[src/logic/am_lock_pkg.sv]
package am_lock_pkg;

	// number of pcs lanes with a defined alignment marker
	localparam int N_LANES_MAX = 20;

	// sync header of a control block, markers always carry it
	localparam logic [1:0] SYNC_CTRL = 2'b10;

	// marker bytes {M0, M1, M2} per pcs lane
	// M4..M6 on the wire are the bitwise inverse of these
	// BIP3 and BIP7 are not part of the pattern
	localparam logic [23:0] AM_TABLE [N_LANES_MAX] = '{
		24'hc1_68_21, // lane 0
		24'h9d_71_8e, // lane 1
		24'h59_4b_e8, // lane 2
		24'h4d_95_7b, // lane 3
		24'hf5_07_09, // lane 4
		24'hdd_14_c2, // lane 5
		24'h9a_4a_26, // lane 6
		24'h7b_45_66, // lane 7
		24'ha0_24_76, // lane 8
		24'h68_c9_fb, // lane 9
		24'hfd_6c_99, // lane 10
		24'hb9_91_55, // lane 11
		24'h5c_b9_b2, // lane 12
		24'h1a_f8_bd, // lane 13
		24'h83_c7_ca, // lane 14
		24'h35_36_cd, // lane 15
		24'hc4_31_4c, // lane 16
		24'had_d6_b7, // lane 17
		24'h5f_66_2a, // lane 18
		24'hc0_f0_e5  // lane 19
	};

	// alignment marker lock states, as in the lock diagram of clause 82
	// INIT      search mask opened, lock dropped
	// WAIT_1ST  looking for any enabled marker
	// WAIT_2ND  confirming markers one period apart
	// LOCKED    counting bad markers until unlock
	typedef enum logic [1:0] {
		INIT     = 2'd0,
		WAIT_1ST = 2'd1,
		WAIT_2ND = 2'd2,
		LOCKED   = 2'd3
	} am_lock_state_e;

endpackage
[src/logic/am_lock_lane.sv]
// alignment marker lock for one physical lane of a 40G/100G pcs
module am_lock_lane
#(
	parameter int N_ALIGNERS     = 20, // pcs lanes searched, first table entries
	parameter int NB_VALID_CNT   = 5,
	parameter int NB_INVALID_CNT = 3,
	parameter int NB_AM_PERIOD   = 16,
	parameter int NB_LANE_ID     = 5
)
(
	input  logic                      i_clock,
	input  logic                      i_reset,
	input  logic                      i_enable,
	input  logic                      i_valid,
	input  logic                      i_block_lock,
	input  logic [65:0]               i_block,
	input  logic [NB_VALID_CNT-1:0]   i_lock_thr,
	input  logic [NB_INVALID_CNT-1:0] i_unlock_thr,
	input  logic [NB_AM_PERIOD-1:0]   i_am_period,
	output logic                      o_am_lock,
	output logic                      o_start_of_lane,
	output logic                      o_resync,
	output logic [NB_LANE_ID-1:0]     o_lane_number,
	output logic                      o_lane_valid
);

	logic [N_ALIGNERS-1:0] match_vector;
	logic [N_ALIGNERS-1:0] match_mask;
	logic                  am_valid;
	logic                  am_lock;
	logic                  relock;
	logic                  lane_changed;

	am_pattern_compare
	#(
		.N_ALIGNERS     (N_ALIGNERS)
	)
	u_compare
	(
		.i_block        (i_block),
		.i_match_mask   (match_mask),
		.o_match_vector (match_vector),
		.o_am_valid     (am_valid)
	);

	am_lock_fsm
	#(
		.N_ALIGNERS      (N_ALIGNERS),
		.NB_VALID_CNT    (NB_VALID_CNT),
		.NB_INVALID_CNT  (NB_INVALID_CNT),
		.NB_AM_PERIOD    (NB_AM_PERIOD)
	)
	u_fsm
	(
		.i_clock         (i_clock),
		.i_reset         (i_reset),
		.i_enable        (i_enable),
		.i_valid         (i_valid),
		.i_block_lock    (i_block_lock),
		.i_am_valid      (am_valid),
		.i_match_vector  (match_vector),
		.i_lock_thr      (i_lock_thr),
		.i_unlock_thr    (i_unlock_thr),
		.i_am_period     (i_am_period),
		.i_lane_changed  (lane_changed), // closes the lane swap case of resync
		.o_match_mask    (match_mask),
		.o_am_lock       (am_lock),
		.o_relock        (relock),
		.o_start_of_lane (o_start_of_lane),
		.o_resync        (o_resync)
	);

	am_lane_number
	#(
		.N_ALIGNERS     (N_ALIGNERS),
		.NB_LANE_ID     (NB_LANE_ID)
	)
	u_lane_number
	(
		.i_clock        (i_clock),
		.i_reset        (i_reset),
		.i_match_mask   (match_mask),
		.i_am_lock      (am_lock),
		.i_relock       (relock),
		.o_lane_number  (o_lane_number),
		.o_lane_valid   (o_lane_valid),
		.o_lane_changed (lane_changed)
	);

	assign o_am_lock = am_lock;

endmodule

[src/logic/am_lane_number.sv]
// reports the pcs lane found by the lock fsm as a binary number
// the last lane is kept across unlock to spot a lane swap on relock
module am_lane_number
#(
	parameter int N_ALIGNERS = 20,
	parameter int NB_LANE_ID = 5
)
(
	input  logic                  i_clock,
	input  logic                  i_reset,
	input  logic [N_ALIGNERS-1:0] i_match_mask, // one hot once the fsm narrowed it
	input  logic                  i_am_lock,
	input  logic                  i_relock,     // lock entry strobe from the fsm
	output logic [NB_LANE_ID-1:0] o_lane_number,
	output logic                  o_lane_valid,
	output logic                  o_lane_changed
);

	logic [NB_LANE_ID-1:0]       lane_idx;  // encoded mask
	logic [NB_LANE_ID-1:0]       lane_q;    // lane of the current or last lock
	am_lock_pkg::am_lock_state_e lane_hist; // INIT never locked, LOCKED held, WAIT_1ST lost

	if ((1 << NB_LANE_ID) < N_ALIGNERS)
	begin : g_width_check
		$error("am_lane_number: NB_LANE_ID too narrow for N_ALIGNERS");
	end

	// one hot to binary, the mask is only read after narrowing
	always_comb
	begin
		lane_idx = '0;
		for (int k = 0; k < N_ALIGNERS; k++)
		begin
			if (i_match_mask[k])
				lane_idx = NB_LANE_ID'(k);
		end
	end

	always_ff @(posedge i_clock)
	begin
		if (i_am_lock)
			lane_q <= lane_idx; // held untouched while unlocked
	end

	always_ff @(posedge i_clock)
	begin
		if (i_reset)
			lane_hist <= am_lock_pkg::INIT;
		else if (i_am_lock)
			lane_hist <= am_lock_pkg::LOCKED;
		else if (lane_hist == am_lock_pkg::LOCKED)
			lane_hist <= am_lock_pkg::WAIT_1ST; // searching again, lane_q still valid
	end

	assign o_lane_number  = lane_q;
	assign o_lane_valid   = (lane_hist == am_lock_pkg::LOCKED);
	// only meaningful once a previous lock left a lane behind
	assign o_lane_changed = i_relock && (lane_hist != am_lock_pkg::INIT)
		&& (lane_idx != lane_q);

endmodule

[src/logic/am_lock_fsm.sv]
// alignment marker lock fsm for one lane
// search timer follows the marker found in WAIT_1ST
// lock timer free runs and is re-aligned on each lock, it drives start of lane
// a lock where both timers disagree means the marker moved inside the stream
module am_lock_fsm
#(
	parameter int N_ALIGNERS     = 20,
	parameter int NB_VALID_CNT   = 5,
	parameter int NB_INVALID_CNT = 3,
	parameter int NB_AM_PERIOD   = 16
)
(
	input  logic                      i_clock,
	input  logic                      i_reset,
	input  logic                      i_enable,
	input  logic                      i_valid,
	input  logic                      i_block_lock,   // low holds the fsm in INIT
	input  logic                      i_am_valid,
	input  logic [N_ALIGNERS-1:0]     i_match_vector,
	input  logic [NB_VALID_CNT-1:0]   i_lock_thr,     // markers needed for lock, first included
	input  logic [NB_INVALID_CNT-1:0] i_unlock_thr,   // consecutive bad markers for unlock
	input  logic [NB_AM_PERIOD-1:0]   i_am_period,    // marker spacing in valid blocks
	input  logic                      i_lane_changed, // relock found another pcs lane
	output logic [N_ALIGNERS-1:0]     o_match_mask,
	output logic                      o_am_lock,
	output logic                      o_relock,
	output logic                      o_start_of_lane,
	output logic                      o_resync
);

	am_lock_pkg::am_lock_state_e state;
	am_lock_pkg::am_lock_state_e state_next;

	logic [N_ALIGNERS-1:0]     match_mask;
	logic [N_ALIGNERS-1:0]     match_mask_next;
	logic                      am_lock;
	logic                      am_lock_next;

	logic [NB_AM_PERIOD-1:0]   timer_search;
	logic [NB_AM_PERIOD-1:0]   timer_lock;
	logic                      search_done;
	logic                      lock_timer_done;

	logic [NB_VALID_CNT-1:0]   good_cnt;
	logic [NB_VALID_CNT-1:0]   good_cnt_inc;
	logic [NB_INVALID_CNT-1:0] bad_cnt;
	logic [NB_INVALID_CNT-1:0] bad_cnt_inc;

	logic                      step;       // fsm may act on this block
	logic                      first_am;   // first marker taken in WAIT_1ST
	logic                      good_am;    // confirming marker, lock not yet reached
	logic                      lock_hit;   // marker that completes the lock count
	logic                      clear_bad;  // good marker while locked
	logic                      bad_am;     // missing marker while locked
	logic                      lock_entry;
	logic                      first_lock_done;
	logic                      skew_moved;

	// block lock low also blocks the strobes, the state register goes to INIT anyway
	assign step = i_enable && i_valid && i_block_lock;

	assign search_done     = (timer_search == i_am_period);
	assign lock_timer_done = (timer_lock == i_am_period);
	assign good_cnt_inc    = good_cnt + 1'b1;
	assign bad_cnt_inc     = bad_cnt + 1'b1;

	always_comb
	begin
		state_next      = state;
		match_mask_next = match_mask;
		am_lock_next    = am_lock;
		first_am        = 1'b0;
		good_am         = 1'b0;
		lock_hit        = 1'b0;
		clear_bad       = 1'b0;
		bad_am          = 1'b0;
		case (state)
			am_lock_pkg::INIT:
			begin
				match_mask_next = {N_ALIGNERS{1'b1}}; // search every lane
				am_lock_next    = 1'b0;
				state_next      = am_lock_pkg::WAIT_1ST;
			end
			am_lock_pkg::WAIT_1ST:
			begin
				if (i_am_valid)
				begin
					first_am        = 1'b1;
					match_mask_next = i_match_vector; // narrow to the lane found
					state_next      = am_lock_pkg::WAIT_2ND;
				end
			end
			am_lock_pkg::WAIT_2ND:
			begin
				if (search_done && i_am_valid)
				begin
					if (good_cnt_inc == i_lock_thr)
					begin
						lock_hit     = 1'b1;
						am_lock_next = 1'b1;
						state_next   = am_lock_pkg::LOCKED;
					end
					else
						good_am = 1'b1;
				end
				else if (search_done) // marker missing where expected
				begin
					match_mask_next = {N_ALIGNERS{1'b1}};
					state_next      = am_lock_pkg::WAIT_1ST;
				end
			end
			am_lock_pkg::LOCKED:
			begin
				if (search_done && i_am_valid)
					clear_bad = 1'b1;
				else if (search_done && (bad_cnt_inc == i_unlock_thr))
				begin
					// too many bad markers in a row, restart the search
					match_mask_next = {N_ALIGNERS{1'b1}};
					am_lock_next    = 1'b0;
					state_next      = am_lock_pkg::WAIT_1ST;
				end
				else if (search_done)
					bad_am = 1'b1;
			end
			default:
				state_next = am_lock_pkg::INIT;
		endcase
	end

	// state, lock flag and search mask move together
	always_ff @(posedge i_clock)
	begin
		if (i_reset || !i_block_lock)
		begin
			state      <= am_lock_pkg::INIT;
			am_lock    <= 1'b0;
			match_mask <= {N_ALIGNERS{1'b1}};
		end
		else if (step)
		begin
			state      <= state_next;
			am_lock    <= am_lock_next;
			match_mask <= match_mask_next;
		end
	end

	// consecutive good markers of the current search, the first one counts
	always_ff @(posedge i_clock)
	begin
		if (i_reset)
			good_cnt <= '0;
		else if (step && first_am)
			good_cnt <= NB_VALID_CNT'(1);
		else if (step && good_am)
			good_cnt <= good_cnt_inc;
	end

	// consecutive bad markers while locked
	always_ff @(posedge i_clock)
	begin
		if (i_reset)
			bad_cnt <= '0;
		else if (step && (lock_hit || clear_bad))
			bad_cnt <= '0;
		else if (step && bad_am)
			bad_cnt <= bad_cnt_inc;
	end

	// search timer, reloaded on the first marker so done falls on marker positions
	always_ff @(posedge i_clock)
	begin
		if (i_reset)
			timer_search <= NB_AM_PERIOD'(1);
		else if (i_valid)
		begin
			if ((step && first_am) || search_done)
				timer_search <= NB_AM_PERIOD'(1);
			else
				timer_search <= timer_search + 1'b1;
		end
	end

	// lock timer keeps running through unlock so a relock can be compared with it
	always_ff @(posedge i_clock)
	begin
		if (i_reset)
			timer_lock <= NB_AM_PERIOD'(1);
		else if (i_valid)
		begin
			if (lock_entry || lock_timer_done)
				timer_lock <= NB_AM_PERIOD'(1);
			else
				timer_lock <= timer_lock + 1'b1;
		end
	end

	always_ff @(posedge i_clock)
	begin
		if (i_reset)
			first_lock_done <= 1'b0;
		else if (lock_entry)
			first_lock_done <= 1'b1;
	end

	assign lock_entry = step && lock_hit;
	assign skew_moved = (timer_lock != timer_search); // search_done holds here

	assign o_match_mask    = match_mask;
	assign o_am_lock       = am_lock;
	assign o_relock        = lock_entry;
	assign o_start_of_lane = i_valid && am_lock && lock_timer_done;
	// deskew must restart on first lock, moved marker or different lane
	assign o_resync        = lock_entry && (!first_lock_done || skew_moved || i_lane_changed);

endmodule

[src/logic/am_pattern_compare.sv]
// compares one 66b block against the markers of all searched lanes
// block layout is big endian:
//   [65:64] sync header
//   [63:40] M0 M1 M2
//   [39:32] BIP3
//   [31:8]  M4 M5 M6
//   [7:0]   BIP7
module am_pattern_compare
#(
	parameter int N_ALIGNERS = 20
)
(
	input  logic [65:0]            i_block,
	input  logic [N_ALIGNERS-1:0]  i_match_mask,   // lanes still allowed by the fsm
	output logic [N_ALIGNERS-1:0]  o_match_vector, // one bit per matching lane
	output logic                   o_am_valid      // any enabled marker seen
);

	logic [1:0]            header;
	logic [23:0]           am_field;     // M0..M2
	logic [23:0]           am_inv_field; // M4..M6
	logic                  header_ok;
	logic                  inv_ok;
	logic                  frame_ok;
	logic [N_ALIGNERS-1:0] lane_hit;     // raw table compare, not masked yet

	// the table only holds N_LANES_MAX entries
	if (N_ALIGNERS > am_lock_pkg::N_LANES_MAX)
	begin : g_size_check
		$error("am_pattern_compare: N_ALIGNERS exceeds the marker table");
	end

	assign header       = i_block[65:64];
	assign am_field     = i_block[63:40];
	assign am_inv_field = i_block[31:8];

	// shared checks, done once for all lanes
	assign header_ok = (header == am_lock_pkg::SYNC_CTRL);
	assign inv_ok    = (am_field == ~am_inv_field); // M4..M6 must mirror M0..M2
	assign frame_ok  = header_ok && inv_ok;

	// one 24 bit compare per searched lane, all in parallel
	for (genvar k = 0; k < N_ALIGNERS; k++)
	begin : g_lane
		assign lane_hit[k] = (am_field == am_lock_pkg::AM_TABLE[k]);
	end

	// a hit only counts if the framing holds and the fsm still searches that lane
	assign o_match_vector = lane_hit & i_match_mask & {N_ALIGNERS{frame_ok}};
	assign o_am_valid     = |o_match_vector;

endmodule

[config.mk]
export PLATFORM = sky130hd
export DESIGN_NAME = am_lock_lane
export DESIGN_NICKNAME = d
export VERILOG_FILES = /design/src/logic/am_lock_pkg.sv /design/src/logic/am_lock_lane.sv /design/src/logic/am_lane_number.sv /design/src/logic/am_lock_fsm.sv /design/src/logic/am_pattern_compare.sv
export SDC_FILE = /design/constraint.sdc
export NUM_CORES = 1
export LEC_CHECK = 0
export BUFFER_PORTS_ARGS = -buffer_cell sky130_fd_sc_hd__buf_4
export CORE_MARGIN = 3
export CORE_UTILIZATION = 63
export CTS_BUF_LIST = sky130_fd_sc_hd__clkbuf_8
export CTS_CLUSTER_DIAMETER = 50
export DETAILED_ROUTE_END_ITERATION = 7
export HOLD_SLACK_MARGIN = 0.12
export PLACE_DENSITY = 0.95
export RECOVER_POWER = 100
export SLEW_MARGIN = 20
export SYNTH_ARGS = -nofsm -noshare
export SYNTH_HDL_FRONTEND = slang
export SYNTH_SLANG_ARGS = --single-unit
[constraint.sdc]
create_clock -name i_clock -period 5.95 [get_ports i_clock]
set_input_delay 0 -clock i_clock [delete_from_list [all_inputs] [get_ports i_clock]]
set_output_delay 0 -clock i_clock [all_outputs]
set_load 0.05 [all_outputs]
[Word-level counts from Yosys, hierarchy flattened]
Cells that the tools add are included.
Word-level totals
  output and inout port bits: 9
  logic and storage cells: 150
  flip-flop bits (word level): 71
Cells by class
  bitwise gates (word level): 3
  add/subtract/negate cells: 4
  reductions and logical operators: 34
  multiplexer cells: 57
  equal/unequal tests: 41
Operators with widths (count)
  24-bit equality test (second input constant): 12
  24-bit by 23-bit equality test with 1-bit output (second input constant): 6
  20-bit two-way mux: 5
  20-bit one-hot mux with 4 select lines: 1
  20-bit AND: 2
  16-bit by 1-bit adder with 16-bit output (second input constant): 2
  16-bit equality test: 2
  16-bit two-way mux: 2
  4-bit two-way mux: 8
  24-bit by 21-bit equality test with 1-bit output (second input constant): 1
  24-bit by 22-bit equality test with 1-bit output (second input constant): 1
  24-bit equality test: 1
  24-bit inverter: 1
  1-bit two-way mux: 21
  2-bit two-way mux: 10
  5-bit two-way mux: 4
  20-bit OR reduction: 1
  6-bit AND reduction: 3
  16-bit inequality test: 1
  1-bit logical AND: 15
  3-bit two-way mux: 4
  2-bit by 1-bit inequality test with 1-bit output (second input constant): 5
  2-bit equality test (second input constant): 4
  2-bit one-hot mux with 4 select lines: 1
  16 further kinds: 26

[Logic depth before layout (Yosys ltp)]
  depth in word-level cells: 23
  mapped depth: 12

[Modules after synthesis]
From an unflattened synthesis, not the netlist that was laid out.
Unflattened totals
  cells, all modules: 706
  area, all modules: 5661.7 sq um
By module, submodules not included
  am_lock_fsm: instances 1, area each 3753.6 sq um, sequential area each 1281.2 sq um, cells each 444
  am_pattern_compare: instances 1, area each 1426.4 sq um, sequential area each 0.0 sq um, cells each 207
  am_lane_number: instances 1, area each 481.7 sq um, sequential area each 190.2 sq um, cells each 55

[Least setup slack after synthesis]
Ideal clock, no wire load.
  path kind: reg2out
  start: register u_fsm.good_cnt[0]
  end: output o_resync
  buffers on the path: 0
  data arrival time: 3.098 ns
  stages on the path, launching flop included: 11
  data required time: 5.950 ns
  path slack: 2.852 ns
  cells stage by stage: dfxtp_1 -> ha_1 -> nand2b_1 -> o211ai_1 -> o21ai_1 -> mux2_2 -> nor4_1 -> inv_1 -> nor2_1 -> nand2_1 -> a311oi_1
Between the ends
  longest elaborated chain between the ends: 10
Ends and longest elaborated chain
  start: declaration: RTL line am_lock_fsm.sv:44  | logic [NB_VALID_CNT-1:0] good_cnt;
  start signal: assignment: RTL line am_lock_fsm.sv:156  | good_cnt <= good_cnt_inc;
  5-bit by 1-bit adder with 5-bit output *: RTL line am_lock_fsm.sv:64  | assign good_cnt_inc = good_cnt + 1'b1;
  5-bit equality test *: RTL line am_lock_fsm.sv:97  | if (good_cnt_inc == i_lock_thr)
  1-bit two-way mux *: RTL line am_lock_fsm.sv:97
  1-bit two-way mux *: RTL line am_lock_fsm.sv:95  | if (search_done && i_am_valid)
  1-bit two-way mux *: RTL line am_lock_fsm.sv:77  | case (state)
  1-bit logical AND *: RTL line am_lock_fsm.sv:206  | assign lock_entry = step && lock_hit;
  1-bit logical AND: RTL line am_lane_number.sv:58  | assign o_lane_changed = i_relock && (lane_hist != am_lock_pkg::INIT)
  1-bit logical AND: RTL line am_lane_number.sv:59  | && (lane_idx != lane_q);
  1-bit logical OR: RTL line am_lock_fsm.sv:214  | assign o_resync = lock_entry && (!first_lock_done || skew_moved || i_lane_changed);
  1-bit logical AND *: RTL line am_lock_fsm.sv:214
  end: declaration: RTL line am_lock_lane.sv:22  | output logic o_resync,
Mark *: on every way between the ends. The rest lies on a longest branch, timed or not.

[Final worst setup path]
  start: input i_block[53]
  end: register u_fsm.match_mask[1] (netlist: u_fsm.o_match_mask[1])
Between the ends
  longest elaborated chain between the ends: 7
  elaborated cells on any way between the ends: 32
  classes of those cells: eq/ne: 24; mux: 2; bitwise: 2; reduce/logical: 4
Ends and longest elaborated chain
  start: declaration: RTL line am_lock_lane.sv:16  | input logic [65:0] i_block,
  24-bit equality test, or another cell as far along: RTL line am_pattern_compare.sv:45  | assign lane_hit[k] = (am_field == am_lock_pkg::AM_TABLE[k]);
  20-bit AND or 1-bit logical AND (tied branches): RTL line am_pattern_compare.sv:49, am_pattern_compare.sv:40
  20-bit AND *: RTL line am_pattern_compare.sv:49  | assign o_match_vector = lane_hit & i_match_mask & {N_ALIGNERS{frame_ok}};
  20-bit OR reduction: RTL line am_pattern_compare.sv:50  | assign o_am_valid = |o_match_vector;
  1-bit logical AND: RTL line am_lock_fsm.sv:95, am_lock_fsm.sv:114
  2-bit inequality test (no source line)
  6-bit AND reduction (no source line)
  end signal: assignment: RTL line am_lock_fsm.sv:138  | match_mask <= {N_ALIGNERS{1'b1}};
  end signal: assignment: RTL line am_lock_fsm.sv:144  | match_mask <= match_mask_next;
  end: declaration: RTL line am_lock_fsm.sv:34  | logic [N_ALIGNERS-1:0] match_mask;
Mark *: on every way between the ends. The rest lies on a longest branch, timed or not. The select of a mux whose other input is x is not followed.
A chain may end at the register's enable or synchronous reset.

==> impl_metrics.tcl <==
set metrics [dict create \
    outcome "complete, but fails checks" \
    violations "capacitance limit, slew limit" \
    grtUsageMet1 0.522 \
    synth_top_family_by_area "simple AND/OR/NAND/NOR gates" \
    path_max_fanout 18 \
    synth_cells 768 \
    fp.coreArea_sq_um 8930 \
    async_reset_ff_frac 0 \
    final_nets 931 \
    p_switching_uw 332 \
    p_sw_frac 0.309 \
    synth.area.top_cells "dfxtp_1 22%, xor2_1 13%, nand3_1 5.6%" \
    worst_pin_slew_ps 1570 \
    hp-class "in -> reg" \
    finalPower_mw 1.07 \
    drt.antenna.violating_nets 0 \
    cts_root_buf "clkbuf_8" \
    final_cells 941 \
    synth-adder-area-share 0.0168 \
    num_vias 6523 \
    clk_pin_slew_ps 90 \
    yosys_warnings 0 \
    post-place-ws_ps 2600 \
    clock_latency_ps 360 \
    path_class "in -> reg" \
    cp-startpoint "i_block[53]" \
    antenna_found_initial 0 \
    clock_power_share 0.360 \
    synth_area_sq_um 5940 \
    hold_viol 0 \
    grt_pass1_wl_um 32300 \
    die_w_um 103 \
    slew_violations 16 \
    dp_cells 920 \
    synth.largest_area_cell "dfxtp_1" \
    period_minus_slack_ps 4440 \
    syn-num-nets 871 \
    wire_per_inst_um 21.9 \
    globalRouteMet3Util 0.0974 \
    top_usage_layer "met2" \
    drc 0 \
    tritoncts "yes" \
    core.rowCount 34 \
    routabilityCongestion 1.15 \
    seq_area_sq_um 1470 \
    fin_tns_setup_ps 0 \
    p_per_area_nw_per_um2 160 \
    ir_drop_mv 0.118 \
    clock_skew_ps 13.0 \
    crit_arrival_ps 4690 \
    multi_input_area_sq_um 4140 \
    synth_top_flop_cell "dfxtp_1" \
    synth_top_cell_area_share 0.222 \
    numCtsBuffers 9 \
    final_cell_mix "87 x xor2_1, 81 x buf_4, 69 x nor2_1" \
    synth_cell_types 71 \
    muxShareOfSynthArea 0.0143 \
    io_buffer_count 87 \
    routed_wl_um 20600 \
    yosysSeqAreaShare 0.248 \
    max_slew_margin -0.0570 \
    initial_core_util 0.665 \
    layout_commonest_cell "xor2_1" \
    hold_path.startpoint "i_block[48]" \
    reg2reg_from "u_fsm.o_match_mask[2]" \
    p_int_uw 743 \
    synth_xor_area_frac 0.172 \
    gr-total-overflow 0 \
    synthSimpleGateAreaFrac 0.391 \
    grt_max_degree 27 \
    die_h_um 103 \
    ys_seq_elements 71 \
    synth_edf_count 5 \
    worstSetupEndpointType "flop" \
    area_delta_synth_final_pct 12.7 \
    finish.utilization 0.750 \
    combPwrFrac 0.181 \
    ioPinCount 104 \
    grt_pass1_vias 6104 \
    period_share 0.747 \
    dp_hpwl_um 15700 \
    clock-sinks 71 \
    cts_resized 0 \
    rsz0062_at_grt "false" \
    setup_violations 0 \
    viasPerCell 6.93 \
    grt.total_usage 0.390 \
    synth_compound_area_frac 0.111 \
    drtPass1Iterations 5 \
    leakage_nw 2.47 \
    diodes 0 \
    setup_ws_ps 1510 \
    cts_setup_buffers 0 \
    grt.met2_usage 0.605 \
    cp.required_ps 6200 \
    post_route_cells_drive_above_1_share 0.139 \
    sequentialPowerShare 0.459 \
    cap_violations 1 \
    fillers 690 \
    start_kind "primary input" \
    die_area_sq_um 10600 \
    cts.htree.levels 3 \
    clock_path_buffers 2 \
    max_freq_mhz 225 \
    drt_iter0_drc 829 \
    avgSynthCellArea_sq_um 7.74 \
]
## worst paths after layout
check,cells past startpoint,slack (ps),endpoint
max reg2reg,8,1600,u_fsm.o_match_mask[1]
min,4,160,u_fsm.o_match_mask[5]
max,10,1510,u_fsm.o_match_mask[1]
min reg2reg,2,480,u_fsm.first_lock_done
## state kept, by name, summed over array words and instances, names as in the netlist, 2 cells and up
register	count
u_fsm.timer_search	16
u_lane_number.lane_hist	2
u_fsm.bad_cnt	3
u_fsm.timer_lock	16
u_fsm.state	2
u_fsm.o_match_mask	20
u_fsm.good_cnt	5
u_lane_number.o_lane_number	5
## per-layer routing
layer	vias to the layer above	routed length, um
met2	495	9130
li1	2928	-
met5	-	0
met3	100	2540
met1	3000	8080
met4	0	833
## layout make-up
cell class                      count  area share
Clock buffer                       11      0.0226
Clock inverter                      5     0.00579
Inverter                           18      0.0101
Multi-Input combinational cell    632       0.618
Sequential cell                    71       0.220
Tap cell                          108      0.0202
Timing Repair Buffer               96       0.104
## logic make-up after synthesis
| family | count (synthesis) |
|---|---|
| mux | 8 |
| flops | 71 |
| buf+inv | 65 |
| simple gates | 412 |
| fa+ha+maj | 8 |
| compound gates | 87 |
| xor+xnor | 117 |
## through the flow
stage	instance area [sq um]	hold WS [ps]
final	6700	157
after floorplan	5940	257
after global routing	6700	179
after global placement	6550	348
after CTS	6790	148
after detailed placement	6550	362
## cell usage after synthesis, types with 3 or more instances
cell type,instances
and4bb_2,5
xor2_1,87
dfxtp_1,66
ha_1,8
nor2_2,3
nand4_1,37
nand2b_1,7
a31oi_1,12
nor4_1,34
mux2_1,3
clkbuf_1,24
edfxtp_1,5
nor4b_1,3
nand3_1,67
and2_1,6
and3_1,10
and4bb_1,5
mux2i_1,4
inv_1,18
a41oi_1,14
nor3_1,41
nand2_1,64
nand4b_1,4
xnor2_1,30
nor2_1,68
o21ai_0,11
and4b_1,3
and4_1,3
buf_2,20
o311a_1,5
nor4_2,4
o31ai_1,5
a21oi_1,13
nor4bb_1,3
or3_1,13
nor2b_1,20
## critical path, cell delays in order
cell and delay [ps]:
clkbuf_1 460, and4bb_1 320, nand3_1 200, nor4_1 120, a211oi_1 270, o211ai_1 230
o21ai_0 1250, a21oi_1 630, nor3_4 800, mux2_1 390
## power by group through the flow
stage | logic (mW) | registers, mW | clock network [mW]
floorplan | 0.107 | 0.499 | 0
global placement | 0.179 | 0.503 | 0
detailed placement | 0.184 | 0.503 | 0
CTS | 0.188 | 0.492 | 0.378
global route | 0.206 | 0.494 | 0.400
finish | 0.195 | 0.493 | 0.387
## timing repair
| action | in CTS | in global routing |
|---|---|---|
| endpoints found under the setup margin | 0 | 0 |
| hold buffers | 5 | 0 |
| endpoints found under the hold margin | 12 | 0 |
Power figures use the tool's default switching activity.
